### src/verilog/sync_fifo.sv
`default_nettype none

module sync_fifo #(
    parameter type payload_t = logic [7:0],
    parameter int unsigned DEPTH = 16
) (
    input wire AXIS_ACLK,
    input wire AXIS_ARESETN,
    input wire wr_en,
    input wire payload_t wr_data,
    output logic rd_valid,
    input wire rd_ready,
    output payload_t rd_data,
    output logic [$clog2(DEPTH+1)-1:0] free,
    output logic full
);
    localparam int unsigned AW = (DEPTH > 1) ? $clog2(DEPTH) : 1;
    localparam int unsigned CW = $clog2(DEPTH + 1);

    payload_t mem [DEPTH];
    logic [AW-1:0] wr_ptr;
    logic [AW-1:0] rd_ptr;
    logic [CW-1:0] count;
    logic do_wr;
    logic do_rd;

    assign full = (count == CW'(DEPTH));
    assign free = CW'(DEPTH) - count;
    assign do_wr = wr_en && !full;

    // head of queue shows on rd_data without a read request
    assign rd_valid = (count != '0);
    assign rd_data = mem[rd_ptr];
    assign do_rd = rd_valid && rd_ready;

    always_ff @(posedge AXIS_ACLK)
    begin
        if (do_wr)
            mem[wr_ptr] <= wr_data;
    end

    always_ff @(posedge AXIS_ACLK)
    begin
        if (!AXIS_ARESETN)
        begin
            wr_ptr <= '0;
            rd_ptr <= '0;
            count <= '0;
        end
        else
        begin
            if (do_wr)
                wr_ptr <= (wr_ptr == AW'(DEPTH - 1)) ? '0 : wr_ptr + 1'b1;
            if (do_rd)
                rd_ptr <= (rd_ptr == AW'(DEPTH - 1)) ? '0 : rd_ptr + 1'b1;
            if (do_wr && !do_rd)
                count <= count + 1'b1;
            else if (do_rd && !do_wr)
                count <= count - 1'b1;
        end
    end

endmodule

`default_nettype wire

### config.mk
export PLATFORM = sky130hd
export DESIGN_NAME = sync_fifo
export DESIGN_NICKNAME = d
export VERILOG_FILES = /design/src/verilog/sync_fifo.sv
export SDC_FILE = /design/constraint.sdc
export NUM_CORES = 1
export LEC_CHECK = 0
export BUFFER_PORTS_ARGS = -buffer_cell sky130_fd_sc_hd__buf_2
export CORE_ASPECT_RATIO = 0.9
export CORE_MARGIN = 5
export CORE_UTILIZATION = 25
export CTS_BUF_LIST = sky130_fd_sc_hd__clkbuf_8
export DETAILED_ROUTE_END_ITERATION = 10
export GPL_ROUTABILITY_DRIVEN = 0
export PLACE_DENSITY_LB_ADDON = 0.25
export SLEW_MARGIN = 10
export SYNTH_ARGS = -nofsm -noshare
export SYNTH_HDL_FRONTEND = slang
export SYNTH_SLANG_ARGS = --single-unit
export TNS_END_PERCENT = 50
### constraint.sdc
create_clock -name AXIS_ACLK -period 3.2 [get_ports AXIS_ACLK]
set_input_delay 0.48 -clock AXIS_ACLK [delete_from_list [all_inputs] [get_ports AXIS_ACLK]]
set_output_delay 0.48 -clock AXIS_ACLK [all_outputs]
set_load 0.02 [all_outputs]
-- Word level (Yosys, flattened, before mapping)
Memories as Yosys holds them, arrays and structs flattened. A register that Yosys moved wholly into a read port is not among the register bits.
Cells that the tools add are included.
Widths: inputs -> output; s select.
- flip-flop bits (word level): 13
- RAM bits: 128
- bits of input ports: 12
- output and inout bits: 15
- logic and storage cells: 29
- memories kept: 1
- $add $sub $neg: 5
- equal/unequal tests: 3
- multiplexer cells: 8
- reductions and logical operators: 9
- memory list (name ; depth ; bits a word ; read ports ; clocked after memory_dff ; write ports ; line ; RTL):
    mem ; 16 ; 8 ; 1 ; 1 ; 1 ; 20 ; payload_t mem [DEPTH];
- operators with widths (cell ; number):
    $mux 4 ; 4
    $mux 5 ; 2
    $add 4x1->4 const B ; 2
    $eq 4x4->1 const B ; 2
    $add 5x1->5 const B ; 1
    $eq 5x5->1 const B ; 1
    $reduce_bool 5->1 ; 1
    $sub 5x1->5 const B ; 1
    $sub 5x5->5 const A ; 1
    $logic_and 1x1->1 ; 4
    $logic_not 1->1 ; 3
    $mux 1 ; 2
    $reduce_bool 2->1 ; 1

-- Depth between registers and ports, before layout
- depth after elaboration: 7
- depth in mapped cells: 14
- gate-level depth less buffers: 13

-- Worst setup path after synthesis
OpenSTA, ideal clock, no wires.
- path kind: register -> register
- start point: register count[0]
- end point: register count[4]
- library setup time: 0.123 ns
- arrival time: 2.854 ns
- required time: 3.077 ns
- slack: 0.224 ns
- cell stages (with the launch flop): 14
- buffers on the path: 1
- period minus slack after synthesis: 2.976 ns
- path through: dfxtp_1 inv_1 ha_1 nor3b_1 ha_1 nand2b_1 clkbuf_1 inv_1 ha_1 fa_1 nand3b_1 a211oi_1 a31oi_1 mux2i_1
- word-level cells in the longest chain between the ends: 6
- elaborated cells on any way between the ends: 14
- classes of those cells: add/sub (2); eq/ne (1); mux (2); reduce/logical (9)
- ends and longest elaborated chain (what ; line ; RTL):
    from (decl) ; 23 ; logic [CW-1:0] count;
    from (signal assigned) ; 57 ; count <= count + 1'b1;
    from (signal assigned) ; 59 ; count <= count - 1'b1;
    $eq 5x5->1 * ; 27 ; assign full = (count == CW'(DEPTH));
    net full ; 15 ; output logic full
    $logic_not 1->1 * ; 29 ; assign do_wr = wr_en && !full;
    $logic_and 1x1->1 * ; 29 ;
    net do_wr ; 24 ; logic do_wr;
    $logic_not 1->1 ; 58 ; else if (do_rd && !do_wr)
    $logic_and 1x1->1 ; 58 ;
    $reduce_bool 2->1 (no line) ; -- ;
The timed path passes the listed nets; every way through them passes the cells marked *. The select of a mux whose other input is x is not followed.
A chain may end at the register's enable or synchronous reset.

==> flow_results.org <==
** Route
- The routed layout has 2942 vias.
- Average vias per placed instance :: between 4 and 5
- Number of violations reported at the end of detailed-routing iteration 0 :: ~200
- Drt wl/cell :: 18.2 µm
- Total Wirelength :: ~12000 µm
- Once detail routing completed, the nets flagged for antenna violations numbered 0.
- Residual DRC :: 0
- Number of detailed-route iterations in the first pass :: 4

** Timing
- Headroom to the max-slew limit came out at 40.2%.
- Crit share post-route :: between 90% and 100%
- The number of hold violations in the final report came to 0.
- At the pin with the least slew margin, the transition time is 895 ps.
- For the final database, setup skew stands at roughly 7.2 ps.
- Final setup violating endpoints :: 0
- Final-report max-slew violation count :: 0
- Hold_ws :: ~330 ps
- Final worst-path setup slack :: 289 ps
- RSZ-0062 raised after global routing :: no
- Highest clock frequency the design can meet :: 0.343 GHz
- Final worst path period need :: 2910 ps
- In the final timing run, aggregate negative setup slack is 0 ps.

** Worst hold path
- Hold path startpoint :: AXIS_ARESETN
- Hold Path Stages :: 3
- Endpoint with the worst hold slack :: count[4]
- The tightest min-delay check is of the in2reg type.

** Power
- Ratio of total power to cell area :: between 700 and 800 nW/µm²
- VDD sags by at most between 0.5 and 0.6 mV.
- Summed over all cells, the static leakage comes to approximately 2.2 nW.

** Logic synthesis
- When the netlist entered floorplanning its net count stood at between 300 and 400.
- The synthesized design contains roughly 150 register bits.
- Post-synthesis instance area :: ~5900 µm²
- Synth warn :: 0
- After synthesis, flip-flops and latches occupy 70.9% of the total area.
- The synthesized netlist contains 36 unique library cells.
- Dominant register cell in the synthesized netlist :: sky130_fd_sc_hd__edfxtp_1
- Asr flop ratio synth :: 0%
- Cell count after synthesis :: between 300 and 400
- Number of flops mapped to enable cells by yosys :: 128
- In this run the mean area of a mapped cell was 18.3 µm².

** Clock tree
- For this design, the CTS-stage hold fixing added 0 buffers.
- Root buf cell :: sky130_fd_sc_hd__clkbuf_8
- The number of clock buffers added by TritonCTS is 17.
- CTS tree :: yes
- Number of buffers between clock root and the deepest sink :: 2
- At the later pin of the worst-skew pair, clock insertion delay measures between 400 and 500 ps.
- Clk slew on worst S/H paths :: roughly 80 ps
- Total number of H-tree levels :: 4
- Post-CTS repair changed the size of 0 cells.
- Buffer count from post-CTS setup fixing :: 0
- The clock net in this run drives a total of about 150 sinks.

** GRT
- Vias in the first global route :: 3129
- Global routing used under 10% of the available tracks across all layers.
- Largest net degree at the start of global routing :: 33
- The number of antenna violations at the first check in global routing was 0.
- Final global-route overflow total :: 0
- The first global-routing pass estimated ~19000 µm of wire.

** Setup path
- At the worst endpoint, the arrival time is approximately 2400 ps.
- In this run the critical register-to-register path is launched from count[0].
- Worst-path maximum fanout :: 25
- The worst setup path is of the reg2out kind.
- For the worst setup path, the data required time is 2720 ps.
- Crit path launch type :: flop
- Critical Path End Type :: primary output
- Reg2Reg Setup Slack :: 310 ps
- The worst register-to-register path ends at count[4].
- The number of cells on the worst reg-to-reg path is 12.

** Finish
- Leaving out fill and tap cells, the most frequent cells in the layout are sky130_fd_sc_hd__edfxtp_1 (128), sky130_fd_sc_hd__buf_2 (26), sky130_fd_sc_hd__mux4_2 (18), sky130_fd_sc_hd__nand2_1 (18), sky130_fd_sc_hd__clkbuf_8 (17).
- Filler instances :: 2364
- Relative to the synthesized area, the layout overhead comes to 13.4%.
- Summing all multi-input logic gate instances after layout gives approximately 1600 µm².
- Post-layout utilization of the core :: 28.7%
- The library cell used most frequently in the layout, excluding fill and tap cells, is sky130_fd_sc_hd__edfxtp_1.
- The post-route netlist has 22.2% of its cells at a drive strength greater than 1.
- 0 antenna diodes ended up in the layout.
- Total area of sequential cells :: about 4200 µm²
- Final #Nets :: 383

** Floorplan
- The initial utilization of the core area, before any placement, comes to roughly 25%.
- Core Footprint :: between 20000 and 25000 µm²
- X dimension of the die :: about 170 µm
- The die covers roughly 27000 µm².
- In this run the vertical extent of the chip is 156 µm.
- For this design the top-level I/O count stands at 27.
- After floorplanning, the core was divided into between 50 and 60 placement rows.

** Placed design
- Post-DP HPWL :: a little under 8000 µm
- Number of input and output port buffers inserted :: 26
- Prior to clock tree synthesis, the placed netlist has a worst setup slack of between 300 and 400 ps.

** Run
- The tool flagged a number of max-cap violations equal to 0.

** Run status
- The run finished with clean final reports.
==> metal layers <==
layer	GRT usage [%]	vias to the layer above	wire length, µm
li1	-	1349	-
met1	12.8	1526	5670
met2	15.2	61	5860
met3	2.96	6	607
met4	2.25	0	90
met5	0	-	0
==> synthesized netlist by cell type (all sizes together) (5+ instances only) <==
cell / n / area share [%]
nor2: 14 / 0.89
and3: 7 / 0.74
clkbuf: 5 / 0.32
nand2: 18 / 1.1
and2: 9 / 0.95
edfxtp: 128 / 65
a21oi: 9 / 0.76
inv: 11 / 0.70
ha: 13 / 2.8
mux4: 32 / 13
a22oi: 16 / 2.0
nor3: 5 / 0.42
buf: 8 / 1.1
dfxtp: 17 / 5.8
==> where the power goes <==
part | internal [mW] | switching (mW) | leakage [nW]
Clock | 0.543 | 0.722 | 0.180
Sequential | 2.15 | 0.0786 | 1.30
Combinational | 0.540 | 0.735 | 0.762
==> layout make-up <==
class                      instances  area share, %
multi-input combinational        151           23.4
clock inverter                    15           1.63
sequential                       145           62.5
tap                              302           5.64
timing repair buffer              31           2.69
clock buffer                      17           3.50
inverter                          11          0.617
==> worst max-delay path, cell delays in order, from the launching register on <==
cell and delay, ps:
sky130_fd_sc_hd__dfxtp_2 540, sky130_fd_sc_hd__buf_12 280, sky130_fd_sc_hd__mux4_1 590, sky130_fd_sc_hd__a22oi_1 260, sky130_fd_sc_hd__nand2_1 150, sky130_fd_sc_hd__buf_2 180
==> flip-flops by register name, indices dropped and copies added (netlist names), named ones only <==
register,flops
count,5
mem,128
wr_ptr,4
rd_ptr,4
==> worst max-delay path by stage <==
stage	cells after the start	to	slack (ps)
4_1_cts	5	rd_data[7]	210
3_3_place_gp	12	count[4]	410
5_1_grt	12	count[4]	70
6_report	5	rd_data[7]	290
2_1_floorplan	13	count[4]	220
3_5_place_dp	12	count[4]	350
==> cell families after synthesis <==
logic type               synth area share (%)
AO/OA/AOI/OAI                            3.67
XOR/XNOR                                 1.04
flip-flops                               70.9
buffers and inverters                    2.61
AND/OR/NAND/NOR                          5.30
adder cells (fa/ha/maj)                  3.09
multiplexers                             13.4
==> per-stage QoR <==
| step | cells | cell area, µm² | total power [mW] |
|---|---|---|---|
| 5_1_grt | 672 | 6690 | 5.06 |
| 4_1_cts | 672 | 6690 | 4.85 |
| 6_report | 672 | 6690 | 4.77 |
| 3_5_place_dp | 640 | 6350 | 3.56 |
| 3_3_place_gp | 640 | 6350 | 3.54 |
| 2_1_floorplan | 323 | 5900 | 3.20 |
No activity file was read; power rests on OpenSTA's default activity.
