<file path="src/verilog/stream_pkg.sv">
`default_nettype none

package stream_pkg;

    // converter side, one beat per sample clock group
    localparam int unsigned S_DATA_WIDTH = 128;

    // DMA side word
    localparam int unsigned M_DATA_WIDTH = 64;

    // lane layout inside a converter beat
    localparam int unsigned LANES = 8;
    localparam int unsigned LANE_WIDTH = 16;

    // unsigned sample sits in the low bits of its lane
    localparam int unsigned SAMPLE_WIDTH = 12;

    // output words per input beat
    localparam int unsigned WORDS_PER_BEAT = S_DATA_WIDTH / M_DATA_WIDTH;
    localparam int unsigned WORD_IDX_WIDTH = $clog2(WORDS_PER_BEAT);

endpackage

`default_nettype wire

</file>
<file path="src/verilog/capture_pkg.sv">
`default_nettype none

package capture_pkg;

    // capture limits
    localparam int unsigned PRE_MAX = 16;
    localparam int unsigned POST_MAX = 64;
    localparam int unsigned FIFO_DEPTH = 128;

    // history holds PRE_MAX beats plus the trigger beat
    localparam int unsigned HIST_DEPTH = PRE_MAX + 1;

    localparam int unsigned TS_WIDTH = 32;
    localparam int unsigned FRAME_NO_WIDTH = 16;
    localparam int unsigned DROP_WIDTH = 16;
    localparam int unsigned PRE_LEN_WIDTH = 5;
    localparam int unsigned POST_LEN_WIDTH = 7;
    localparam int unsigned FRAME_LEN_WIDTH = 7;
    localparam int unsigned FREE_WIDTH = $clog2(FIFO_DEPTH + 1);

    // register map
    localparam logic [1:0] REG_THRESHOLD = 2'd0;
    localparam logic [1:0] REG_PRE_LEN = 2'd1;
    localparam logic [1:0] REG_POST_LEN = 2'd2;

    localparam logic [stream_pkg::SAMPLE_WIDTH-1:0] THRESHOLD_RST = 12'd2048;
    localparam logic [PRE_LEN_WIDTH-1:0] PRE_LEN_RST = 5'd4;
    localparam logic [POST_LEN_WIDTH-1:0] POST_LEN_RST = 7'd8;

    // header beat fields
    localparam logic [15:0] HDR_MAGIC = 16'hA5C0;
    localparam int unsigned HDR_TS_LSB = 0;
    localparam int unsigned HDR_FN_LSB = 32;
    localparam int unsigned HDR_MAGIC_LSB = 112;

    typedef struct packed {
        logic [stream_pkg::S_DATA_WIDTH-1:0] data;
        logic last;
    } frame_beat_t;

    function automatic logic [stream_pkg::S_DATA_WIDTH-1:0] build_header(
        input logic [TS_WIDTH-1:0] ts,
        input logic [FRAME_NO_WIDTH-1:0] frame_no
    );
        logic [stream_pkg::S_DATA_WIDTH-1:0] hdr;
        hdr = '0;
        hdr[HDR_TS_LSB +: TS_WIDTH] = ts;
        hdr[HDR_FN_LSB +: FRAME_NO_WIDTH] = frame_no;
        hdr[HDR_MAGIC_LSB +: 16] = HDR_MAGIC;
        return hdr;
    endfunction

endpackage

`default_nettype wire

</file>
<file path="src/verilog/level_trigger.sv">
`default_nettype none

module level_trigger (
    input wire AXIS_ACLK,
    input wire AXIS_ARESETN,
    input wire [stream_pkg::S_DATA_WIDTH-1:0] s_tdata,
    input wire s_tvalid,
    input wire [stream_pkg::SAMPLE_WIDTH-1:0] threshold,
    output logic trig,
    output logic [capture_pkg::TS_WIDTH-1:0] trig_ts
);
    import stream_pkg::*;
    import capture_pkg::*;

    logic over;
    logic prev_over;
    logic [TS_WIDTH-1:0] beat_cnt;

    // any lane at or above threshold
    always_comb
    begin
        over = 1'b0;
        for (int i = 0; i < LANES; i++)
        begin
            if (s_tdata[i*LANE_WIDTH +: SAMPLE_WIDTH] >= threshold)
                over = 1'b1;
        end
    end

    // fire on the first over-threshold beat only
    always_ff @(posedge AXIS_ACLK)
    begin
        if (!AXIS_ARESETN)
        begin
            trig <= 1'b0;
            prev_over <= 1'b0;
            beat_cnt <= '0;
        end
        else
        begin
            trig <= s_tvalid && over && !prev_over;
            if (s_tvalid)
            begin
                prev_over <= over;
                beat_cnt <= beat_cnt + 1'b1;
            end
        end
    end

    always_ff @(posedge AXIS_ACLK)
    begin
        if (s_tvalid)
            trig_ts <= beat_cnt;
    end

endmodule

`default_nettype wire

</file>
<file path="config.mk">
export PLATFORM = sky130hd
export DESIGN_NAME = level_trigger
export DESIGN_NICKNAME = d
export VERILOG_FILES = /design/src/verilog/stream_pkg.sv /design/src/verilog/capture_pkg.sv /design/src/verilog/level_trigger.sv
export SDC_FILE = /design/constraint.sdc
export NUM_CORES = 1
export LEC_CHECK = 0
export BUFFER_PORTS_ARGS = -buffer_cell sky130_fd_sc_hd__buf_2
export CORE_MARGIN = 3
export CORE_UTILIZATION = 51
export CTS_BUF_LIST = sky130_fd_sc_hd__clkbuf_4
export CTS_CLUSTER_SIZE = 8
export DETAILED_ROUTE_END_ITERATION = 12
export PLACE_DENSITY = 0.83
export SLEW_MARGIN = 40
export SYNTH_ARGS = -nofsm -noshare
export SYNTH_HDL_FRONTEND = slang
export SYNTH_SLANG_ARGS = --single-unit
</file>
<file path="constraint.sdc">
create_clock -name AXIS_ACLK -period 2.1 [get_ports AXIS_ACLK]
set_clock_uncertainty 0.05 [all_clocks]
set_input_delay 0.21 -clock AXIS_ACLK [delete_from_list [all_inputs] [get_ports AXIS_ACLK]]
set_output_delay 0.21 -clock AXIS_ACLK [all_outputs]
set_load 0.1 [all_outputs]
</file>
# Word-level counts from Yosys, hierarchy flattened

Index checks and enable logic that the tools add are counted.

Output and inout port bits: 33
Flip-flop bits (word level): 66
Input bits: 143

$add $sub $neg: 1
Reductions and logical operators: 3
$lt $le $gt $ge: 8
Multiplexer cells: 8

Operators by type and width:

| operator                                       | number |
|---|---|
| greater-or-equal comparator 12 bit             | 8 |
| adder 32 x 1 -> 32 bit (second input constant) | 1 |
| two-way mux 1 bit                              | 8 |
| logical AND 1 bit                              | 2 |
| zero test 1 bit                                | 1 |

# Longest topological paths before layout

Word-level depth: 11
Gate-level depth with buffers: 8

# Least setup slack after synthesis

No wires, ideal clock.

Path type: input -> register
Start: input port threshold[11] (netlist bit)
End: register trig
Slack: 0.206 ns
Arrival time: 1.706 ns
Stages: 8
Cell sequence: inv_1 -> ha_1 -> a222oi_1 -> o21ai_0 -> nor3_1 -> nand3_1 -> nor4_1 -> a211oi_1

Cells in the longest elaborated chain, start to end: 11

Ends and longest elaborated chain:

| item                               | RTL line            | text |
|---|---|---|
| from (decl)                        | level_trigger.sv:8  | `input wire [stream_pkg::SAMPLE_WIDTH-1:0] threshold,` |
| greater-or-equal comparator 12 bit | level_trigger.sv:25 | `if (s_tdata[i*LANE_WIDTH +: SAMPLE_WIDTH] >= threshold)` |
| two-way mux 1 bit (7 in series)    | level_trigger.sv:25 |  |
| two-way mux 1 bit *                | level_trigger.sv:25 |  |
| logical AND 1 bit * (2 in series)  | level_trigger.sv:41 | `trig <= s_tvalid && over && !prev_over;` |
| to (signal assigned)               | level_trigger.sv:41 |  |
| to (decl)                          | level_trigger.sv:9  | `output logic trig,` |

Mark *: on every way between the ends. The rest lies on a longest branch, timed or not.
A chain may end at the register's enable or synchronous reset.

# Worst setup path in the final report

Start: register beat_cnt[2]
End: register beat_cnt[31]

Cells in the longest elaborated chain, start to end: 1

Ends and longest elaborated chain:

| item                   | RTL line            | text |
|---|---|---|
| from (decl)            | level_trigger.sv:17 | `logic [TS_WIDTH-1:0] beat_cnt;` |
| from (signal assigned) | level_trigger.sv:45 | `beat_cnt <= beat_cnt + 1'b1;` |
| adder 32 x 1 -> 32 bit | level_trigger.sv:45 |  |

No other way between the ends.

==> run metrics <==
status finished, final reports clean; final antenna-violating net count 0; critical-path cell list nand4_4, nor4_4, nand4_4, nor4_4, xor2_1, and2_1; Syn Std Cell Area 4590 sq um; Core Footprint 8460 sq um; simple-gate share of the synthesized area 19.2%; number of flops mapped to enable cells by yosys 32; multiplexer area fraction after synthesis 0.218%; number of port buffers 143; ys flop type dfxtp_1; DRT Pass-1 Iters 4; Tmin final 1.95 ns; num rows 33; fin area 5640 sq um; WP data arrival 2.20 ns; root buffer cell clkbuf_4; commonest non-fill, non-tap cell in the layout buf_2; Cell Area, Placed roughly 5500 sq um; setup_tns 0 ns; via count 3903; fillers 679; max cap viols 0; metal2 WL 5440 um; CP Capture Type flip-flop; wire length on met1 4540 um; most frequent cells in the layout buf_2 (143), ha_1 (97), dfxtp_1 (33), edfxtp_1 (32), a21oi_1 (27); Die Width 101 um; YS warnings 0; Avg WL per Cell about 15 um; Mean Syn Cell Area 10.4 sq um; post-layout util roughly two thirds; worst slew pin tran 0.514 ns; Layout area overhead 22.9%; largest family of logic cells by synthesized area adder cells; Critical-path top delay cell dfxtp_1; DR top layer met4; FF+latch count, synth 66; WS Path Type flip-flop to flip-flop; Fmax 0.513 GHz; H-tree levels 3; Worst slew margin 66.0%; Final Wtd Congestion 0.918; drt via density between 5 and 6; Worst-path clk slew 0.10 ns; RSZ-0062 raised after global routing false; DP HPWL 8970 um; cells after synthesis 443; CTS buffer count 9; Clk Latency, worst-skew pair 0.40 ns; Synth cell types 46; CP Launch Type flip-flop; Worst Hold Class input pin to flip-flop; CTS tree built; clock tree sinks between 60 and 70; GRT Overall Usage 21.3%; vias in the first global route 3866; FFs w/ async S/R, synth 0%; Remaining DRCs 0; register area share after synthesis 35.8%; WL met3 between 600 and 700 um; Final Hold Viols 0; non-filler instance count after layout 713; share of cells above drive strength 1 between 30% and 40%; Synth Net Count approximately 680; initial drt markers 105; total grt overflow 0; post-synthesis adder-cell area fraction 26.4%; die height approximately 100 um; Critical Path RT 2.35 ns; largest net degree at the start of global routing 41; CP max stage delay 0.49 ns; CP max FO 9; fin nets about 840; final WL 11000 um; total power density per cell area 513 nW/um^2; Placed Cells 696; starting density of the core roughly 54%; initial antenna violation count 1; Synth Area in XOR/XNOR ~4.4%; Clock Tree Buf Depth 2; setup violators final 0; fin crit share 92.8%; first-pass GRT wire length 17300 um; Max Transition Viols Final 0; Synth Area in Compound Gates between 10% and 20%; Power Total 2.90 mW; Leak ~2.8 nW; I/O pins 176; die area a little over 10000 sq um; VDD IR-drop max 250 uV
## final cells by class
cell class                      instances  area [sq um]  area share (%)
Multi-Input combinational cell        345          2840            50.3
Sequential cell                        66          1640            29.1
Timing Repair Buffer                  154           798            14.1
Tap cell                              105           131            2.33
Inverter                               26          97.6            1.73
Clock buffer                           12          90.1            1.60
Clock inverter                          4          43.8           0.776
Antenna cell                            1          2.50          0.0444
## where the power goes
part           total (mW)  switching [mW]  internal, mW
clock network       0.815           0.419         0.397
registers            1.38          0.0103          1.37
logic               0.699           0.434         0.265
total                2.90           0.863          2.03
## state kept, by name (all words and copies together) (netlist names)
name and cells:
beat_cnt 32, trig_ts 32, prev_over 1, trig 1
## synthesized netlist by cell type, types with 3 or more instances
cell | instances | area share [%]
a21oi_1 | 27 | 2.9
or3_1 | 10 | 1.4
xnor2_1 | 12 | 2.3
edfxtp_1 | 32 | 21
nor2_1 | 16 | 1.3
nor4_1 | 3 | 0.41
nor2b_1 | 5 | 0.68
nor3b_1 | 5 | 0.82
a21boi_0 | 7 | 1.1
nand4_4 | 3 | 1.4
dfxtp_1 | 34 | 15
nand4_1 | 21 | 2.9
a21o_1 | 8 | 1.3
clkbuf_1 | 3 | 0.25
xor2_1 | 11 | 2.1
o21ai_0 | 19 | 2.1
nand2_1 | 18 | 1.5
o31ai_1 | 6 | 0.98
nor4_4 | 3 | 1.4
inv_1 | 26 | 2.1
nand3_1 | 16 | 1.7
o211ai_1 | 3 | 0.49
nor3_1 | 11 | 1.2
ha_1 | 97 | 26
and2_1 | 20 | 2.7
## layer usage
layer	vias up	track usage (%)
li1	1985	-
met1	1761	24.7
met2	131	37.7
met3	26	5.61
met4	0	7.56
met5	-	0
## cell families after synthesis
family / after synthesis
AOI/OAI and AO/OA: 83
xor gates and xnor gates: 23
adders and majority gates: 97
buffers and inverters: 32
DFF: 66
muxes: 1
and+or+nand+nor: 141
## final timing paths
check | from | endpoint | slack (ns) | cells after the start
max | beat_cnt[2]$_SDFFE_PN0P_ | beat_cnt[31]$_SDFFE_PN0P_ | 0.15 | 6
min | AXIS_ARESETN | beat_cnt[21]$_SDFFE_PN0P_ | 0.25 | 2
max reg2reg | beat_cnt[2]$_SDFFE_PN0P_ | beat_cnt[31]$_SDFFE_PN0P_ | 0.15 | 6
min reg2reg | prev_over$_SDFFE_PN0P_ | trig$_SDFF_PN0_ | 0.38 | 1
## repair_timing
action	4_1_cts	5_1_grt
setup buffers	0	0
setup endpoints to repair	0	7
gates resized for setup	0	4
hold buffers	0	0
## worst max-delay path, delay by kind of cell, from the launching register on
family | cells | cell delay [ns]
DFF | 1 | 0.49
and+or+nand+nor | 5 | 1.22
xor gates and xnor gates | 1 | 0.09
## per-stage QoR
step           worst slack [ns]  hold WS, ns
2_1_floorplan             0.206        0.272
3_3_place_gp             -0.112        0.348
3_5_place_dp             -0.233        0.362
4_1_cts                  0.0971        0.225
5_1_grt                  0.0100        0.267
6_report                  0.150        0.248
No activity file was read; power rests on OpenSTA's default activity.
