File: config.mk
export PLATFORM = sky130hd
export DESIGN_NAME = width_downsizer
export DESIGN_NICKNAME = d
export VERILOG_FILES = /design/src/verilog/stream_pkg.sv /design/src/verilog/capture_pkg.sv /design/src/verilog/width_downsizer.sv
export SDC_FILE = /design/constraint.sdc
export NUM_CORES = 1
export LEC_CHECK = 0
export BUFFER_PORTS_ARGS = -buffer_cell sky130_fd_sc_hd__buf_2
export CORE_ASPECT_RATIO = 1.1
export CORE_MARGIN = 4
export CORE_UTILIZATION = 53
export CTS_BUF_LIST = sky130_fd_sc_hd__clkbuf_2
export DETAILED_ROUTE_END_ITERATION = 8
export GPL_ROUTABILITY_DRIVEN = 0
export PLACE_DENSITY = 0.91
export SETUP_SLACK_MARGIN = 0.05
export SYNTH_ARGS = -nofsm -noshare
export SYNTH_HDL_FRONTEND = slang
export SYNTH_SLANG_ARGS = --single-unit
File: constraint.sdc
create_clock -name AXIS_ACLK -period 19.35 [get_ports AXIS_ACLK]
set_clock_uncertainty 0.2 [all_clocks]
set_input_delay 0.9675 -clock AXIS_ACLK [delete_from_list [all_inputs] [get_ports AXIS_ACLK]]
set_output_delay 0.9675 -clock AXIS_ACLK [all_outputs]
set_load 0.05 [all_outputs]
File: src/verilog/stream_pkg.sv
`default_nettype none

package stream_pkg;

    // converter side, one beat per sample clock group
    localparam int unsigned S_DATA_WIDTH = 128;

    // DMA side word
    localparam int unsigned M_DATA_WIDTH = 64;

    // lane layout inside a converter beat
    localparam int unsigned LANES = 8;
    localparam int unsigned LANE_WIDTH = 16;

    // unsigned sample sits in the low bits of its lane
    localparam int unsigned SAMPLE_WIDTH = 12;

    // output words per input beat
    localparam int unsigned WORDS_PER_BEAT = S_DATA_WIDTH / M_DATA_WIDTH;
    localparam int unsigned WORD_IDX_WIDTH = $clog2(WORDS_PER_BEAT);

endpackage

`default_nettype wire

File: src/verilog/capture_pkg.sv
`default_nettype none

package capture_pkg;

    // capture limits
    localparam int unsigned PRE_MAX = 16;
    localparam int unsigned POST_MAX = 64;
    localparam int unsigned FIFO_DEPTH = 128;

    // history holds PRE_MAX beats plus the trigger beat
    localparam int unsigned HIST_DEPTH = PRE_MAX + 1;

    localparam int unsigned TS_WIDTH = 32;
    localparam int unsigned FRAME_NO_WIDTH = 16;
    localparam int unsigned DROP_WIDTH = 16;
    localparam int unsigned PRE_LEN_WIDTH = 5;
    localparam int unsigned POST_LEN_WIDTH = 7;
    localparam int unsigned FRAME_LEN_WIDTH = 7;
    localparam int unsigned FREE_WIDTH = $clog2(FIFO_DEPTH + 1);

    // register map
    localparam logic [1:0] REG_THRESHOLD = 2'd0;
    localparam logic [1:0] REG_PRE_LEN = 2'd1;
    localparam logic [1:0] REG_POST_LEN = 2'd2;

    localparam logic [stream_pkg::SAMPLE_WIDTH-1:0] THRESHOLD_RST = 12'd2048;
    localparam logic [PRE_LEN_WIDTH-1:0] PRE_LEN_RST = 5'd4;
    localparam logic [POST_LEN_WIDTH-1:0] POST_LEN_RST = 7'd8;

    // header beat fields
    localparam logic [15:0] HDR_MAGIC = 16'hA5C0;
    localparam int unsigned HDR_TS_LSB = 0;
    localparam int unsigned HDR_FN_LSB = 32;
    localparam int unsigned HDR_MAGIC_LSB = 112;

    typedef struct packed {
        logic [stream_pkg::S_DATA_WIDTH-1:0] data;
        logic last;
    } frame_beat_t;

    function automatic logic [stream_pkg::S_DATA_WIDTH-1:0] build_header(
        input logic [TS_WIDTH-1:0] ts,
        input logic [FRAME_NO_WIDTH-1:0] frame_no
    );
        logic [stream_pkg::S_DATA_WIDTH-1:0] hdr;
        hdr = '0;
        hdr[HDR_TS_LSB +: TS_WIDTH] = ts;
        hdr[HDR_FN_LSB +: FRAME_NO_WIDTH] = frame_no;
        hdr[HDR_MAGIC_LSB +: 16] = HDR_MAGIC;
        return hdr;
    endfunction

endpackage

`default_nettype wire

File: src/verilog/width_downsizer.sv
`default_nettype none

module width_downsizer (
    input wire AXIS_ACLK,
    input wire AXIS_ARESETN,
    input wire rd_valid,
    output logic rd_ready,
    input wire capture_pkg::frame_beat_t rd_data,
    output logic [stream_pkg::M_DATA_WIDTH-1:0] m_tdata,
    output logic m_tvalid,
    input wire m_tready,
    output logic m_tuser,
    output logic m_tlast
);
    import stream_pkg::*;
    import capture_pkg::*;

    frame_beat_t beat_q;
    logic have_q;
    logic [WORD_IDX_WIDTH-1:0] word_q;
    logic hdr_q;
    // previous beat closed a frame, so the next one is a header
    logic frame_done_q;
    logic last_word;
    logic pop;

    assign last_word = (word_q == WORD_IDX_WIDTH'(WORDS_PER_BEAT - 1));

    // next beat only once every word of the held one is out
    assign rd_ready = !have_q || (last_word && m_tready);
    assign pop = rd_valid && rd_ready;

    // low half goes first
    assign m_tvalid = have_q;
    assign m_tdata = beat_q.data[word_q*M_DATA_WIDTH +: M_DATA_WIDTH];
    assign m_tuser = have_q && hdr_q && (word_q == '0);
    assign m_tlast = have_q && beat_q.last && last_word;

    always_ff @(posedge AXIS_ACLK)
    begin
        if (!AXIS_ARESETN)
        begin
            have_q <= 1'b0;
            word_q <= '0;
            hdr_q <= 1'b0;
            frame_done_q <= 1'b1;
        end
        else if (pop)
        begin
            have_q <= 1'b1;
            word_q <= '0;
            hdr_q <= frame_done_q;
            frame_done_q <= rd_data.last;
        end
        else if (have_q && m_tready)
        begin
            if (last_word)
                have_q <= 1'b0;
            else
                word_q <= word_q + 1'b1;
        end
    end

    always_ff @(posedge AXIS_ACLK)
    begin
        if (pop)
            beat_q <= rd_data;
    end

endmodule

`default_nettype wire

* Yosys cells after proc, flatten, opt, wreduce, memory -nomap -nowiden
Cells that the tools add are included.
** Storage, ports and cells
- Register bits after elaboration :: 133
- Latch bits :: 0
- RAM bits :: 0
- Memory bits (read-only) :: 0
- Bits of input ports :: 133
- Output and inout port bits :: 68
- Word-level logic and storage cells :: 27
- Memories kept :: 0
** Operators by class
- Add/subtract/negate cells :: 1
- $mul :: 0
- Div/mod/pow operators :: 0
- Magnitude comparators :: 0
- Equality and inequality tests :: 0
- Shifts and indexed selects :: 1
- Mux-type cells :: 4
- Bitwise operators :: 2
- Reductions and logical operators :: 13
** Operators with widths (count)
- $shiftx A128 B8 Y64 :: 1
- $logic_and A1 B1 Y1 :: 7
- $mux W1 :: 4
- $reduce_bool A2 Y1 :: 2
- $not A1 Y1 :: 2
- $reduce_and A2 Y1 :: 1
- $reduce_or A2 Y1 :: 1
- $add A1 B1 Y1 const B :: 1
- $logic_not A1 Y1 :: 1
- $logic_or A1 B1 Y1 :: 1

* Longest topological paths before layout
- Depth after elaboration :: 5
- Mapped depth :: 5
- Mapped depth without buffers :: 3

* Worst setup path before layout
Ideal clock, no wire load.
- Kind :: input to register
- From :: input port m_tready
- To :: register hdr_q
- Library setup time :: 0.372 ns
- Arrival time :: 6.743 ns
- Required time :: 18.778 ns
- Slack :: 12.034 ns
- Cell stages on the path :: 3
- Buffers on the path :: 0
- Cell sequence :: a21boi_2 > nor2_1 > mux2i_1
** Between the ends
- Cells in the longest elaborated chain, start to end :: 3
** Ends and longest elaborated chain
- start: declaration :: RTL line width_downsizer.sv:11 : input wire m_tready,
- $logic_and A1 B1 Y1 :: RTL line width_downsizer.sv:30 : assign rd_ready = !have_q || (last_word && m_tready);
- $logic_or A1 B1 Y1 :: RTL line width_downsizer.sv:30
- $logic_and A1 B1 Y1 :: RTL line width_downsizer.sv:31 : assign pop = rd_valid && rd_ready;
- named net pop :: RTL line width_downsizer.sv:25 : logic pop;
- end signal: assignment :: RTL line width_downsizer.sv:52 : hdr_q <= frame_done_q;
- end: declaration :: RTL line width_downsizer.sv:21 : logic hdr_q;
The timed path passes the listed nets, and every way through them passes these cells.
A chain may end at the register's enable or synchronous reset.

* Final worst setup path
- From :: register word_q (netlist: last_word)
- To :: output port m_tdata[62] in the netlist's numbering
** Between the ends
- Cells in the longest elaborated chain, start to end :: 1
** Ends and longest elaborated chain
- start: declaration :: RTL line width_downsizer.sv:20 : logic [WORD_IDX_WIDTH-1:0] word_q;
- start signal: assignment :: RTL line width_downsizer.sv:60 : word_q <= word_q + 1'b1;
- $shiftx A128 B8 Y64 :: RTL line width_downsizer.sv:35 : assign m_tdata = beat_q.data[word_q*M_DATA_WIDTH +: M_DATA_WIDTH];
- end: declaration :: RTL line width_downsizer.sv:9 : output logic [stream_pkg::M_DATA_WIDTH-1:0] m_tdata,
Every way passes these cells.

==> out/metrics.csv <==
stage,metric,value,unit
run_status,status,finished clean,
power_and_ir_drop,peak supply drop,0.0688,mV
detailed_routing,WL met1,3270,um
detailed_routing,met3 wire length,815,um
timing,Fmax achieved,287,MHz
detailed_routing,DRT Wirelength,9440,um
setup_path,critical path launch point type,flop,
cells_and_area,"commonest non-fill, non-tap cell in the layout",buf_2,
clock_network,H-tree Lvls,4,
detailed_routing,vias,2747,
clock_network,root buf cell,clkbuf_2,
logic_synthesis,"Seq/Total Area, Yosys",80.6,%
timing,Post-Route Setup TNS,0,ns
clock_network,Clock Latency Late Sink,0.61,ns
detailed_routing,met2 wire len,5140,um
die,num rows,36,
global_routing,first-pass GRT wire length,14000,um
logic_synthesis,Post-Syn Instances,222,
timing,Final period util,18.0,%
timing,Tmin final,3.49,ns
logic_synthesis,syn_nets,355,
clock_network,number of buffers created by CTS,17,
clock_network,post-CTS setup buffers,0,
logic_synthesis,fraction of registers with async set/reset,0,%
timing,Slew @ Worst Pin,0.967,ns
setup_path,Crit Path Max Fanout,69,
global_routing,vias in the first global route,2984,
detailed_routing,drt pass-1 iters,4,
die,Die Height,109,um
timing,post-route worst setup slack,15.86,ns
logic_synthesis,syn avg cell area,22.1,um^2
clock_network,clock tree buffer depth,2,
timing,final hold slack,0.271,ns
detailed_routing,Routed Antenna Nets,0,
clock_network,CTS sink count,133,
die,Ports,201,
cells_and_area,Inserted Diodes,0,
timing,RSZ-0062 raised after global routing,false,
setup_path,worst flop-to-flop path startpoint,last_word,
global_routing,largest net degree at the start of global routing,70,
logic_synthesis,ys flop type,edfxtp_1,
global_routing,initial antenna violation count,1,
detailed_routing,DRC viols,0,
placed_design,IO buf count,200,
timing,Max-slew headroom,35.6,%
logic_synthesis,"EDFF count, synth",129,
placed_design,post-DP HPWL,6880,um
setup_path,Worst EP required,18.18,ns
power_and_ir_drop,Lkg Pwr,2.54,nW
logic_synthesis,yosys synthesis warning count,0,
cells_and_area,synthesis-to-layout area growth,26.9,%
clock_network,hold-fix buffers at CTS,0,
timing,Final Hold Viols,0,
global_routing,total gr overflow,0,
detailed_routing,Highest Signal Layer,met5,
setup_path,arrival time worst endpoint,2.32,ns
cells_and_area,most frequent cells in the layout,"200 x buf_2, 129 x edfxtp_1, 48 x mux2_2",
placed_design,Post-Place Worst Slack,15.94,ns
die,die area,0.0109,mm^2
timing,Max Slew Vio Count,0,
detailed_routing,via/cell ratio,4.89,
min_path,Hold WC Path Type,reg -> reg,
die,Die X-Extent,99.7,um
flow_run,MaxCap Viol Count,0,
global_routing,Total GRT Usage,17.7,%
power_and_ir_drop,total power,0.582,mW
logic_synthesis,Yosys reg bits,133,
die,Starting Density,54.7,%
setup_path,Setup CP Type,reg -> out,
cells_and_area,layout cells sized above 1,66.5,%
cells_and_area,Final nets,568,
die,Core ar.,0.00896,mm^2
clock_network,CTS resizes,0,
power_and_ir_drop,P per Cell Area,93.5,mW/mm^2
logic_synthesis,Synth Cell Area,0.00491,mm^2
setup_path,Setup crit end kind,output port,
detailed_routing,DRT iter0 DRCs,146,
clock_network,clock tree from TritonCTS,built,
timing,# setup viols final,0,
min_path,Hold Crit Start,hdr_q,
logic_synthesis,Synth cell types,19,
clock_network,"CTS clk-pin slew, worst paths",0.16,ns
detailed_routing,Routed wire per std cell,16.8,um
setup_path,Worst Setup SP,last_word,
==> worst paths after layout <==
kind,endpoint,slack (ns),cells past startpoint
setup / recovery,m_tdata[62],15.86,2
hold reg to reg,hdr_q,0.27,2
hold / removal,hdr_q,0.27,2
setup reg to reg,beat_q[0],15.95,4
==> kinds of logic (layout without fill, tap and decap cells) <==
logic type | Yosys count | after routing | share of synthesized area [%]
DFF | 133 | 133 | 80.6
muxes | 65 | 65 | 16.1
buffers and inverters | 11 | 237 | 1.56
and+or+nand+nor | 7 | 7 | 0.816
AOI/OAI and AO/OA | 6 | 6 | 0.918
==> where the power goes <==
| part | total (mW) | switching (mW) | internal, mW |
|---|---|---|---|
| clock network | 0.149 | 0.0905 | 0.0584 |
| logic | 0.0898 | 0.0604 | 0.0294 |
| registers | 0.343 | 0.00701 | 0.336 |
==> synth_stat cells, types with 2 or more instances <==
| master | number | area [um^2] |
|---|---|---|
| edfxtp_1 | 129 | 3870 |
| mux2_2 | 48 | 541 |
| mux2_4 | 16 | 240 |
| buf_2 | 4 | 20.0 |
| buf_6 | 4 | 45.0 |
| dfxtp_1 | 4 | 80.1 |
| inv_1 | 3 | 11.3 |
| nand2_1 | 2 | 7.51 |
| o21ai_0 | 2 | 10.0 |
==> routing by layer <==
metal / up-vias / track usage (%)
met1: 1291 / 18.5
met3: 17 / 7.17
li1: 1304 / -
met2: 133 / 31.0
met5: - / 0
met4: 2 / 8.39
==> stage by stage <==
step	std cells	utilization, %	instance area (um^2)
floorplan	222	-	4910
global placement	530	67.1	6010
detailed placement	530	67.1	6010
CTS	562	69.4	6220
global route	562	69.4	6220
finish	562	69.4	6220
==> cell type report <==
cell class	instances	area, um^2
sequential	133	3960
timing repair buffer	202	1020
multi-input combinational	78	883
tap	114	143
fill	602	2740
clock inverter	12	113
clock buffer	20	100
inverter	3	11.3
==> sequential cells by signal (all words and copies together) (netlist names) <==
| register | flops |
|---|---|
| frame_done_q | 1 |
| last_word | 1 |
| beat_q | 129 |
| hdr_q | 1 |
| m_tvalid | 1 |
==> worst max-delay path, stage by stage, from the launching register on <==
cell	delay, ns
dfxtp_4	1.02
mux2_2	0.44
buf_2	0.22
Power figures use the tool's default switching activity.
