**config.mk**
```make
export PLATFORM = sky130hd
export DESIGN_NAME = capture_ctrl
export DESIGN_NICKNAME = d
export VERILOG_FILES = /design/src/verilog/stream_pkg.sv /design/src/verilog/capture_pkg.sv /design/src/verilog/capture_ctrl.sv
export SDC_FILE = /design/constraint.sdc
export NUM_CORES = 2
export LEC_CHECK = 0
export ABC_AREA = 1
export BUFFER_PORTS_ARGS = -buffer_cell sky130_fd_sc_hd__buf_2
export CORE_ASPECT_RATIO = 0.7
export CORE_MARGIN = 2
export CORE_UTILIZATION = 30
export DETAILED_ROUTE_END_ITERATION = 8
export HOLD_SLACK_MARGIN = 0.02
export PLACE_DENSITY = 0.56
export SKIP_CTS_REPAIR_TIMING = 1
export SYNTH_ARGS = -nofsm -noshare
export SYNTH_HDL_FRONTEND = slang
export SYNTH_SLANG_ARGS = --single-unit
```
**constraint.sdc**
```tcl
create_clock -name AXIS_ACLK -period 82.8 [get_ports AXIS_ACLK]
set_input_delay 16.56 -clock AXIS_ACLK [delete_from_list [all_inputs] [get_ports AXIS_ACLK]]
set_output_delay 16.56 -clock AXIS_ACLK [all_outputs]
set_load 0.005 [all_outputs]
```
**src/verilog/stream_pkg.sv**
```systemverilog
`default_nettype none

package stream_pkg;

    // converter side, one beat per sample clock group
    localparam int unsigned S_DATA_WIDTH = 128;

    // DMA side word
    localparam int unsigned M_DATA_WIDTH = 64;

    // lane layout inside a converter beat
    localparam int unsigned LANES = 8;
    localparam int unsigned LANE_WIDTH = 16;

    // unsigned sample sits in the low bits of its lane
    localparam int unsigned SAMPLE_WIDTH = 12;

    // output words per input beat
    localparam int unsigned WORDS_PER_BEAT = S_DATA_WIDTH / M_DATA_WIDTH;
    localparam int unsigned WORD_IDX_WIDTH = $clog2(WORDS_PER_BEAT);

endpackage

`default_nettype wire

```
**src/verilog/capture_pkg.sv**
```systemverilog
`default_nettype none

package capture_pkg;

    // capture limits
    localparam int unsigned PRE_MAX = 16;
    localparam int unsigned POST_MAX = 64;
    localparam int unsigned FIFO_DEPTH = 128;

    // history holds PRE_MAX beats plus the trigger beat
    localparam int unsigned HIST_DEPTH = PRE_MAX + 1;

    localparam int unsigned TS_WIDTH = 32;
    localparam int unsigned FRAME_NO_WIDTH = 16;
    localparam int unsigned DROP_WIDTH = 16;
    localparam int unsigned PRE_LEN_WIDTH = 5;
    localparam int unsigned POST_LEN_WIDTH = 7;
    localparam int unsigned FRAME_LEN_WIDTH = 7;
    localparam int unsigned FREE_WIDTH = $clog2(FIFO_DEPTH + 1);

    // register map
    localparam logic [1:0] REG_THRESHOLD = 2'd0;
    localparam logic [1:0] REG_PRE_LEN = 2'd1;
    localparam logic [1:0] REG_POST_LEN = 2'd2;

    localparam logic [stream_pkg::SAMPLE_WIDTH-1:0] THRESHOLD_RST = 12'd2048;
    localparam logic [PRE_LEN_WIDTH-1:0] PRE_LEN_RST = 5'd4;
    localparam logic [POST_LEN_WIDTH-1:0] POST_LEN_RST = 7'd8;

    // header beat fields
    localparam logic [15:0] HDR_MAGIC = 16'hA5C0;
    localparam int unsigned HDR_TS_LSB = 0;
    localparam int unsigned HDR_FN_LSB = 32;
    localparam int unsigned HDR_MAGIC_LSB = 112;

    typedef struct packed {
        logic [stream_pkg::S_DATA_WIDTH-1:0] data;
        logic last;
    } frame_beat_t;

    function automatic logic [stream_pkg::S_DATA_WIDTH-1:0] build_header(
        input logic [TS_WIDTH-1:0] ts,
        input logic [FRAME_NO_WIDTH-1:0] frame_no
    );
        logic [stream_pkg::S_DATA_WIDTH-1:0] hdr;
        hdr = '0;
        hdr[HDR_TS_LSB +: TS_WIDTH] = ts;
        hdr[HDR_FN_LSB +: FRAME_NO_WIDTH] = frame_no;
        hdr[HDR_MAGIC_LSB +: 16] = HDR_MAGIC;
        return hdr;
    endfunction

endpackage

`default_nettype wire

```
**src/verilog/capture_ctrl.sv**
```systemverilog
`default_nettype none

module capture_ctrl (
    input wire AXIS_ACLK,
    input wire AXIS_ARESETN,
    input wire [stream_pkg::S_DATA_WIDTH-1:0] s_tdata,
    input wire s_tvalid,
    input wire trig,
    input wire [capture_pkg::TS_WIDTH-1:0] trig_ts,
    input wire [capture_pkg::PRE_LEN_WIDTH-1:0] pre_len,
    input wire [capture_pkg::POST_LEN_WIDTH-1:0] post_len,
    input wire [capture_pkg::FREE_WIDTH-1:0] fifo_free,
    output logic wr_en,
    output capture_pkg::frame_beat_t wr_data,
    output logic [capture_pkg::DROP_WIDTH-1:0] drop_count
);
    import stream_pkg::*;
    import capture_pkg::*;

    // hist[0] is the most recently accepted beat
    logic [S_DATA_WIDTH-1:0] hist [HIST_DEPTH];

    logic capturing;
    logic [PRE_LEN_WIDTH-1:0] pre_q;
    logic [FRAME_LEN_WIDTH-1:0] rem_q;
    logic [FRAME_NO_WIDTH-1:0] frame_no;
    logic data_vld;
    frame_beat_t data_q;

    logic busy;
    logic admit;
    logic drop;
    logic take;
    logic take_last;
    logic [FRAME_LEN_WIDTH-1:0] frame_len;
    logic [FRAME_LEN_WIDTH-1:0] rem_cur;
    logic [PRE_LEN_WIDTH-1:0] tap;
    logic [FREE_WIDTH-1:0] need;

    // pending data write still counts as busy so the header slot stays free
    assign busy = capturing || data_vld;

    // header plus pre and post sections must fit whole
    assign frame_len = FRAME_LEN_WIDTH'(pre_len) + FRAME_LEN_WIDTH'(post_len);
    assign need = FREE_WIDTH'(frame_len) + FREE_WIDTH'(1);
    assign admit = trig && !busy && (fifo_free >= need);
    assign drop = trig && !busy && (fifo_free < need);

    // lengths come live on the admit cycle, latched afterwards
    assign rem_cur = capturing ? rem_q : frame_len;
    assign tap = capturing ? pre_q : pre_len;

    // accepting beat X writes beat X-pre-1 one cycle later
    assign take = (capturing || admit) && s_tvalid;
    assign take_last = (rem_cur == FRAME_LEN_WIDTH'(1));

    assign wr_en = admit || data_vld;

    always_comb
    begin
        if (admit)
        begin
            wr_data.data = build_header(trig_ts, frame_no);
            wr_data.last = 1'b0;
        end
        else
        begin
            wr_data = data_q;
        end
    end

    // pre-trigger history, zero after reset
    always_ff @(posedge AXIS_ACLK)
    begin
        if (!AXIS_ARESETN)
        begin
            for (int i = 0; i < HIST_DEPTH; i++)
                hist[i] <= '0;
        end
        else if (s_tvalid)
        begin
            hist[0] <= s_tdata;
            for (int i = 1; i < HIST_DEPTH; i++)
                hist[i] <= hist[i-1];
        end
    end

    // frame sequencing and drop count
    always_ff @(posedge AXIS_ACLK)
    begin
        if (!AXIS_ARESETN)
        begin
            capturing <= 1'b0;
            pre_q <= '0;
            rem_q <= '0;
            frame_no <= '0;
            data_vld <= 1'b0;
            drop_count <= '0;
        end
        else
        begin
            data_vld <= take;
            if (admit)
            begin
                capturing <= 1'b1;
                pre_q <= pre_len;
                rem_q <= frame_len;
                frame_no <= frame_no + 1'b1;
            end
            if (drop)
                drop_count <= drop_count + 1'b1;
            if (take)
            begin
                rem_q <= rem_cur - 1'b1;
                if (take_last)
                    capturing <= 1'b0;
            end
        end
    end

    always_ff @(posedge AXIS_ACLK)
    begin
        if (take)
        begin
            data_q.data <= hist[tap];
            data_q.last <= take_last;
        end
    end

endmodule

`default_nettype wire

```
* Yosys cells after proc, flatten, opt, wreduce, memory -nomap -nowiden
Memories as Yosys holds them, arrays and structs flattened. A register that Yosys moved wholly into a read port is not among the register bits.
Cells that the tools add are included.
** Storage, ports and cells
- Register bits after elaboration :: 47
- Bits in writable memories :: 2176
- Input bits :: 184
- Output and inout port bits :: 146
- Word-level logic and storage cells :: 71
- Memories :: 1
** Memories
- hist :: depth 17, width 128, rd ports 17, clocked after memory_dff 1, write ports 17, RTL line capture_ctrl.sv:21 : logic [S_DATA_WIDTH-1:0] hist [HIST_DEPTH];
** Cells by class
- Add/subtract/negate cells :: 5
- $lt $le $gt $ge :: 2
- Equal/unequal tests :: 1
- Muxes and demuxes :: 29
- Bitwise logic cells :: 17
- Reductions and logical operators :: 9
** Operator list (count)
- $mux 128 :: 17
- $mux 129 :: 1
- $add 16x1->16 const B :: 2
- $mux 7 :: 3
- $or 1x1->1 :: 17
- $add 7x1->8 const B :: 1
- $ge 8x8->1 :: 1
- $lt 8x8->1 :: 1
- $add 5x7->7 :: 1
- $eq 7x1->1 const B :: 1
- $mux 1 :: 7
- $sub 7x1->7 const B :: 1
- $mux 5 :: 1
- $logic_and 1x1->1 :: 4
- $logic_or 1x1->1 :: 3
- $reduce_bool 2->1 :: 1
- $logic_not 1->1 :: 1

* Depth between registers and ports, before layout
- Depth in word-level cells :: 7
- Gate-level depth with buffers :: 23
- Depth with buffers taken out :: 22

* Worst setup path before layout
OpenSTA, ideal clock, no wires.
- Path type :: input port to flip-flop
- Start :: input AXIS_ARESETN
- End :: memory hist[0][0], enable pin
- Library setup time :: 14690 ps
- Arrival time :: 51842 ps
- Data required time :: 68110 ps
- Slack :: 16268 ps
- Stages :: 2
- Cell sequence :: clkbuf_1 nand2_1
** RTL lines
- start: declaration :: RTL line capture_ctrl.sv:5 : input wire AXIS_ARESETN,
- end: declaration :: RTL line capture_ctrl.sv:21

==> flow_summary.yaml <==
timing:
  max_slew_margin_pct: 25.3
  tns_ps: 0
  layout_min_cycle_time_ps: 38120
  timing.fmax_ghz: 0.0262
  skew_ps: 45.3
  setup_violations: 0
  whs_ps: 467
  slew_viol_final: 0
  rsz0062_at_grt: "false"
  max_slew.worst_pin.slew_ps: 1120
  fin_crit_sh_pct: 46.0
  hold_viol_final: 0
clocking:
  htree_levels: 5
  cts_sinks: 2351
  cts_buffers: 266
  path_clk_slew_ps: 60
  clockBufferDepth: 4
  cts_tree: "built"
  root_buffer: "clkbuf_16"
  clk_latency_ps: 860
logic_synthesis:
  netlist.area_leader.share_pct: 63.7
  synth_top_family_by_area: "simple AND/OR/NAND/NOR gates"
  muxShareOfSynthArea_pct: 0.0184
  synthSimpleGateAreaFrac_pct: 12.2
  synth_cells: 11500
  synthAdderAreaFrac_pct: 0.226
  syn_nets: 11700
  synth-seq-cells: 2351
  synth_compound_area_share_pct: 12.1
  synth_area_um2: 109000
  synth_edf_count: 2305
  async_flop_share_pct: 0
  synth_ff_type: "edfxtp_1"
  synthesis.area_per_instance_um2: 9.50
  yosysSeqAreaShare_pct: 64.5
  synthTopCellsByArea: "edfxtp_1, nor2_1, inv_1, o21ai_0, a21oi_1"
  yosysTopAreaCell: "edfxtp_1"
  ys_types: 41
  synthXorXnorAreaFrac_pct: 0.113
  ys_warn_count: 0
worst_setup_path:
  crit_path_end_kind: "output port"
  start_kind: "primary input"
  crit_required_ps: 66240
  path_max_fanout: 76
  critPathArrivalTime_ps: 21560
  crit_type: "in -> out"
floorplanning:
  rows: 184
  initial_core_util_pct: 30.2
  boundaryPins: 330
  die_h_um: 508
  coreArea_um2: 360000
  die_w_um: 724
  die_area_um2: 367000
drt:
  firstDrtPassIters: 6
  drc: 0
  via_per_inst: 4.53
  ant_nets: 0
  routed_wl_mm: 273
  drt_iter0_markers: 7351
  num_vias: 74600
  wire_per_inst_um: 16.6
final_layout:
  design_area_um2: 123000
  drive_gt1_share_pct: 7.18
  seqCellArea_um2: 70100
  num-fill-cells: 36500
  multi_input_area_um2: 26900
  area_growth_pct: 13.0
  nets: 11600
place:
  gp_congestion: 0.782
  place_area_um2: 115000
  dp_hpwl_mm: 153
  numPortBuffers: 329
power_and_ir_drop:
  power_frac_comb_pct: 12.6
  seqPwrFrac_pct: 48.1
  power.density_nw_per_um2: 24.0
  p_sw_share_pct: 27.1
  vdd_drop_max_mv: 0.0147
  p_clk_share_pct: 39.3
  intPower_mw: 2.15
  p_leak_nw: 47.4
  switchingPower_mw: 0.801
global_routing:
  grt.overflow.total: 0
  grt_max_degree: 197
  grt_usage_pct: 14.5
  antenna_found_initial: 27
  grt_pass1_vias: 69800
  grt_pass1_wl_mm: 424
flow_run:
  cap_violations: 0
min_path:
  hold_path_class: "reg -> reg"
run_status:
  status: "finished, final reports clean"
-- registers in the layout, summed over array words and instances (netlist names) --
register    flops
capturing       1
frame_no       16
pre_q           5
hist         2176
data_vld        1
data_q        129
rem_q           7
drop_count     16
-- synthesized netlist by cell type (40+ instances only) --
cell	instances
inv_1	2321
dfxtp_1	46
o21ai_0	1413
nand3_1	40
o22ai_1	252
nor2_1	2910
clkbuf_1	556
buf_2	127
o21ai_1	168
nand2_1	479
a21oi_1	555
a31oi_1	128
edfxtp_1	2305
-- cells by family (layout without fill, tap and decap cells) --
| logic type | count (synthesis) | count (layout) |
|---|---|---|
| buffers and inverters | 3047 | 3234 |
| other | 0 | 2 |
| xor gates and xnor gates | 14 | 14 |
| DFF | 2351 | 2351 |
| AOI/OAI and AO/OA | 2526 | 2526 |
| adders and majority gates | 19 | 19 |
| and+or+nand+nor | 3492 | 3492 |
| muxes | 2 | 2 |
-- worst paths after layout --
kind / cells past startpoint / slack [ps] / startpoint / endpoint
hold / removal: 2 / 470 / frame_no[13] / frame_no[13]
setup / recovery: 17 / 44680 / pre_len[0] / wr_data[119]
setup reg to reg: 13 / 75170 / capturing / data_q[115]
hold reg to reg: 2 / 470 / frame_no[13] / frame_no[13]
-- power groups by stage --
stage	combinational, mW	sequential, mW	clock [mW]
final	0.372	1.42	1.16
after global routing	0.423	1.43	1.23
after CTS	0.378	1.42	1.19
after detailed placement	0.376	1.45	0
after global placement	0.376	1.44	0
after floorplan	0.247	1.56	0
-- layout make-up --
cell class / count / area share (%)
clock buffer: 336 / 5.74
clock inverter: 125 / 0.988
inverter: 2325 / 7.13
antenna: 2 / 0.00407
tap: 4836 / 4.93
timing repair buffer: 448 / 2.20
multi-input combinational: 6053 / 21.9
sequential: 2351 / 57.1
-- worst max-delay path: stages --
cell and delay (ps):
buf_2 120, ha_1 240, fa_1 450, xor2_1 350, inv_1 120, nor4_1 560, nand4_1 180, ha_1 340
nand2_1 70, nor2_1 250, nand4_1 140, nand3_1 150, nand2_4 230, inv_6 530, buf_4 680, or2_2 240
buf_2 110
-- through the flow --
step	worst slack, ps	utilization [%]	cells	power (mW)
5_1_grt	44210	34.1	16500	3.09
3_5_place_dp	44700	31.8	16000	1.82
4_1_cts	44680	34.1	16500	2.99
2_1_floorplan	16270	-	11500	1.81
3_3_place_gp	44790	31.8	16000	1.82
6_report	44680	34.1	16500	2.95
-- per-layer routing --
layer / part of all wire [%] / track usage (%)
met1: 51 / 22.6
met4: 2.0 / 3.33
met5: 0.015 / 0
met3: 5.1 / 2.00
met2: 42 / 20.9
-- placed cells by master, fill, tap and decap left out, drive strengths merged, types with 5 or more instances in the layout --
cell / instances
nor3: 18
a31oi: 128
ha: 18
nor2: 2926
buf: 448
o21ai: 1584
nand2: 481
o22ai: 252
inv: 2337
a21oi: 555
clkinvlp: 5
clkbuf: 336
nand3: 40
dfxtp: 46
nand4: 10
bufinv: 17
edfxtp: 2305
clkinv: 91
xnor2: 7
xor2: 7
or2: 9
No activity file was read; power rests on OpenSTA's default activity.
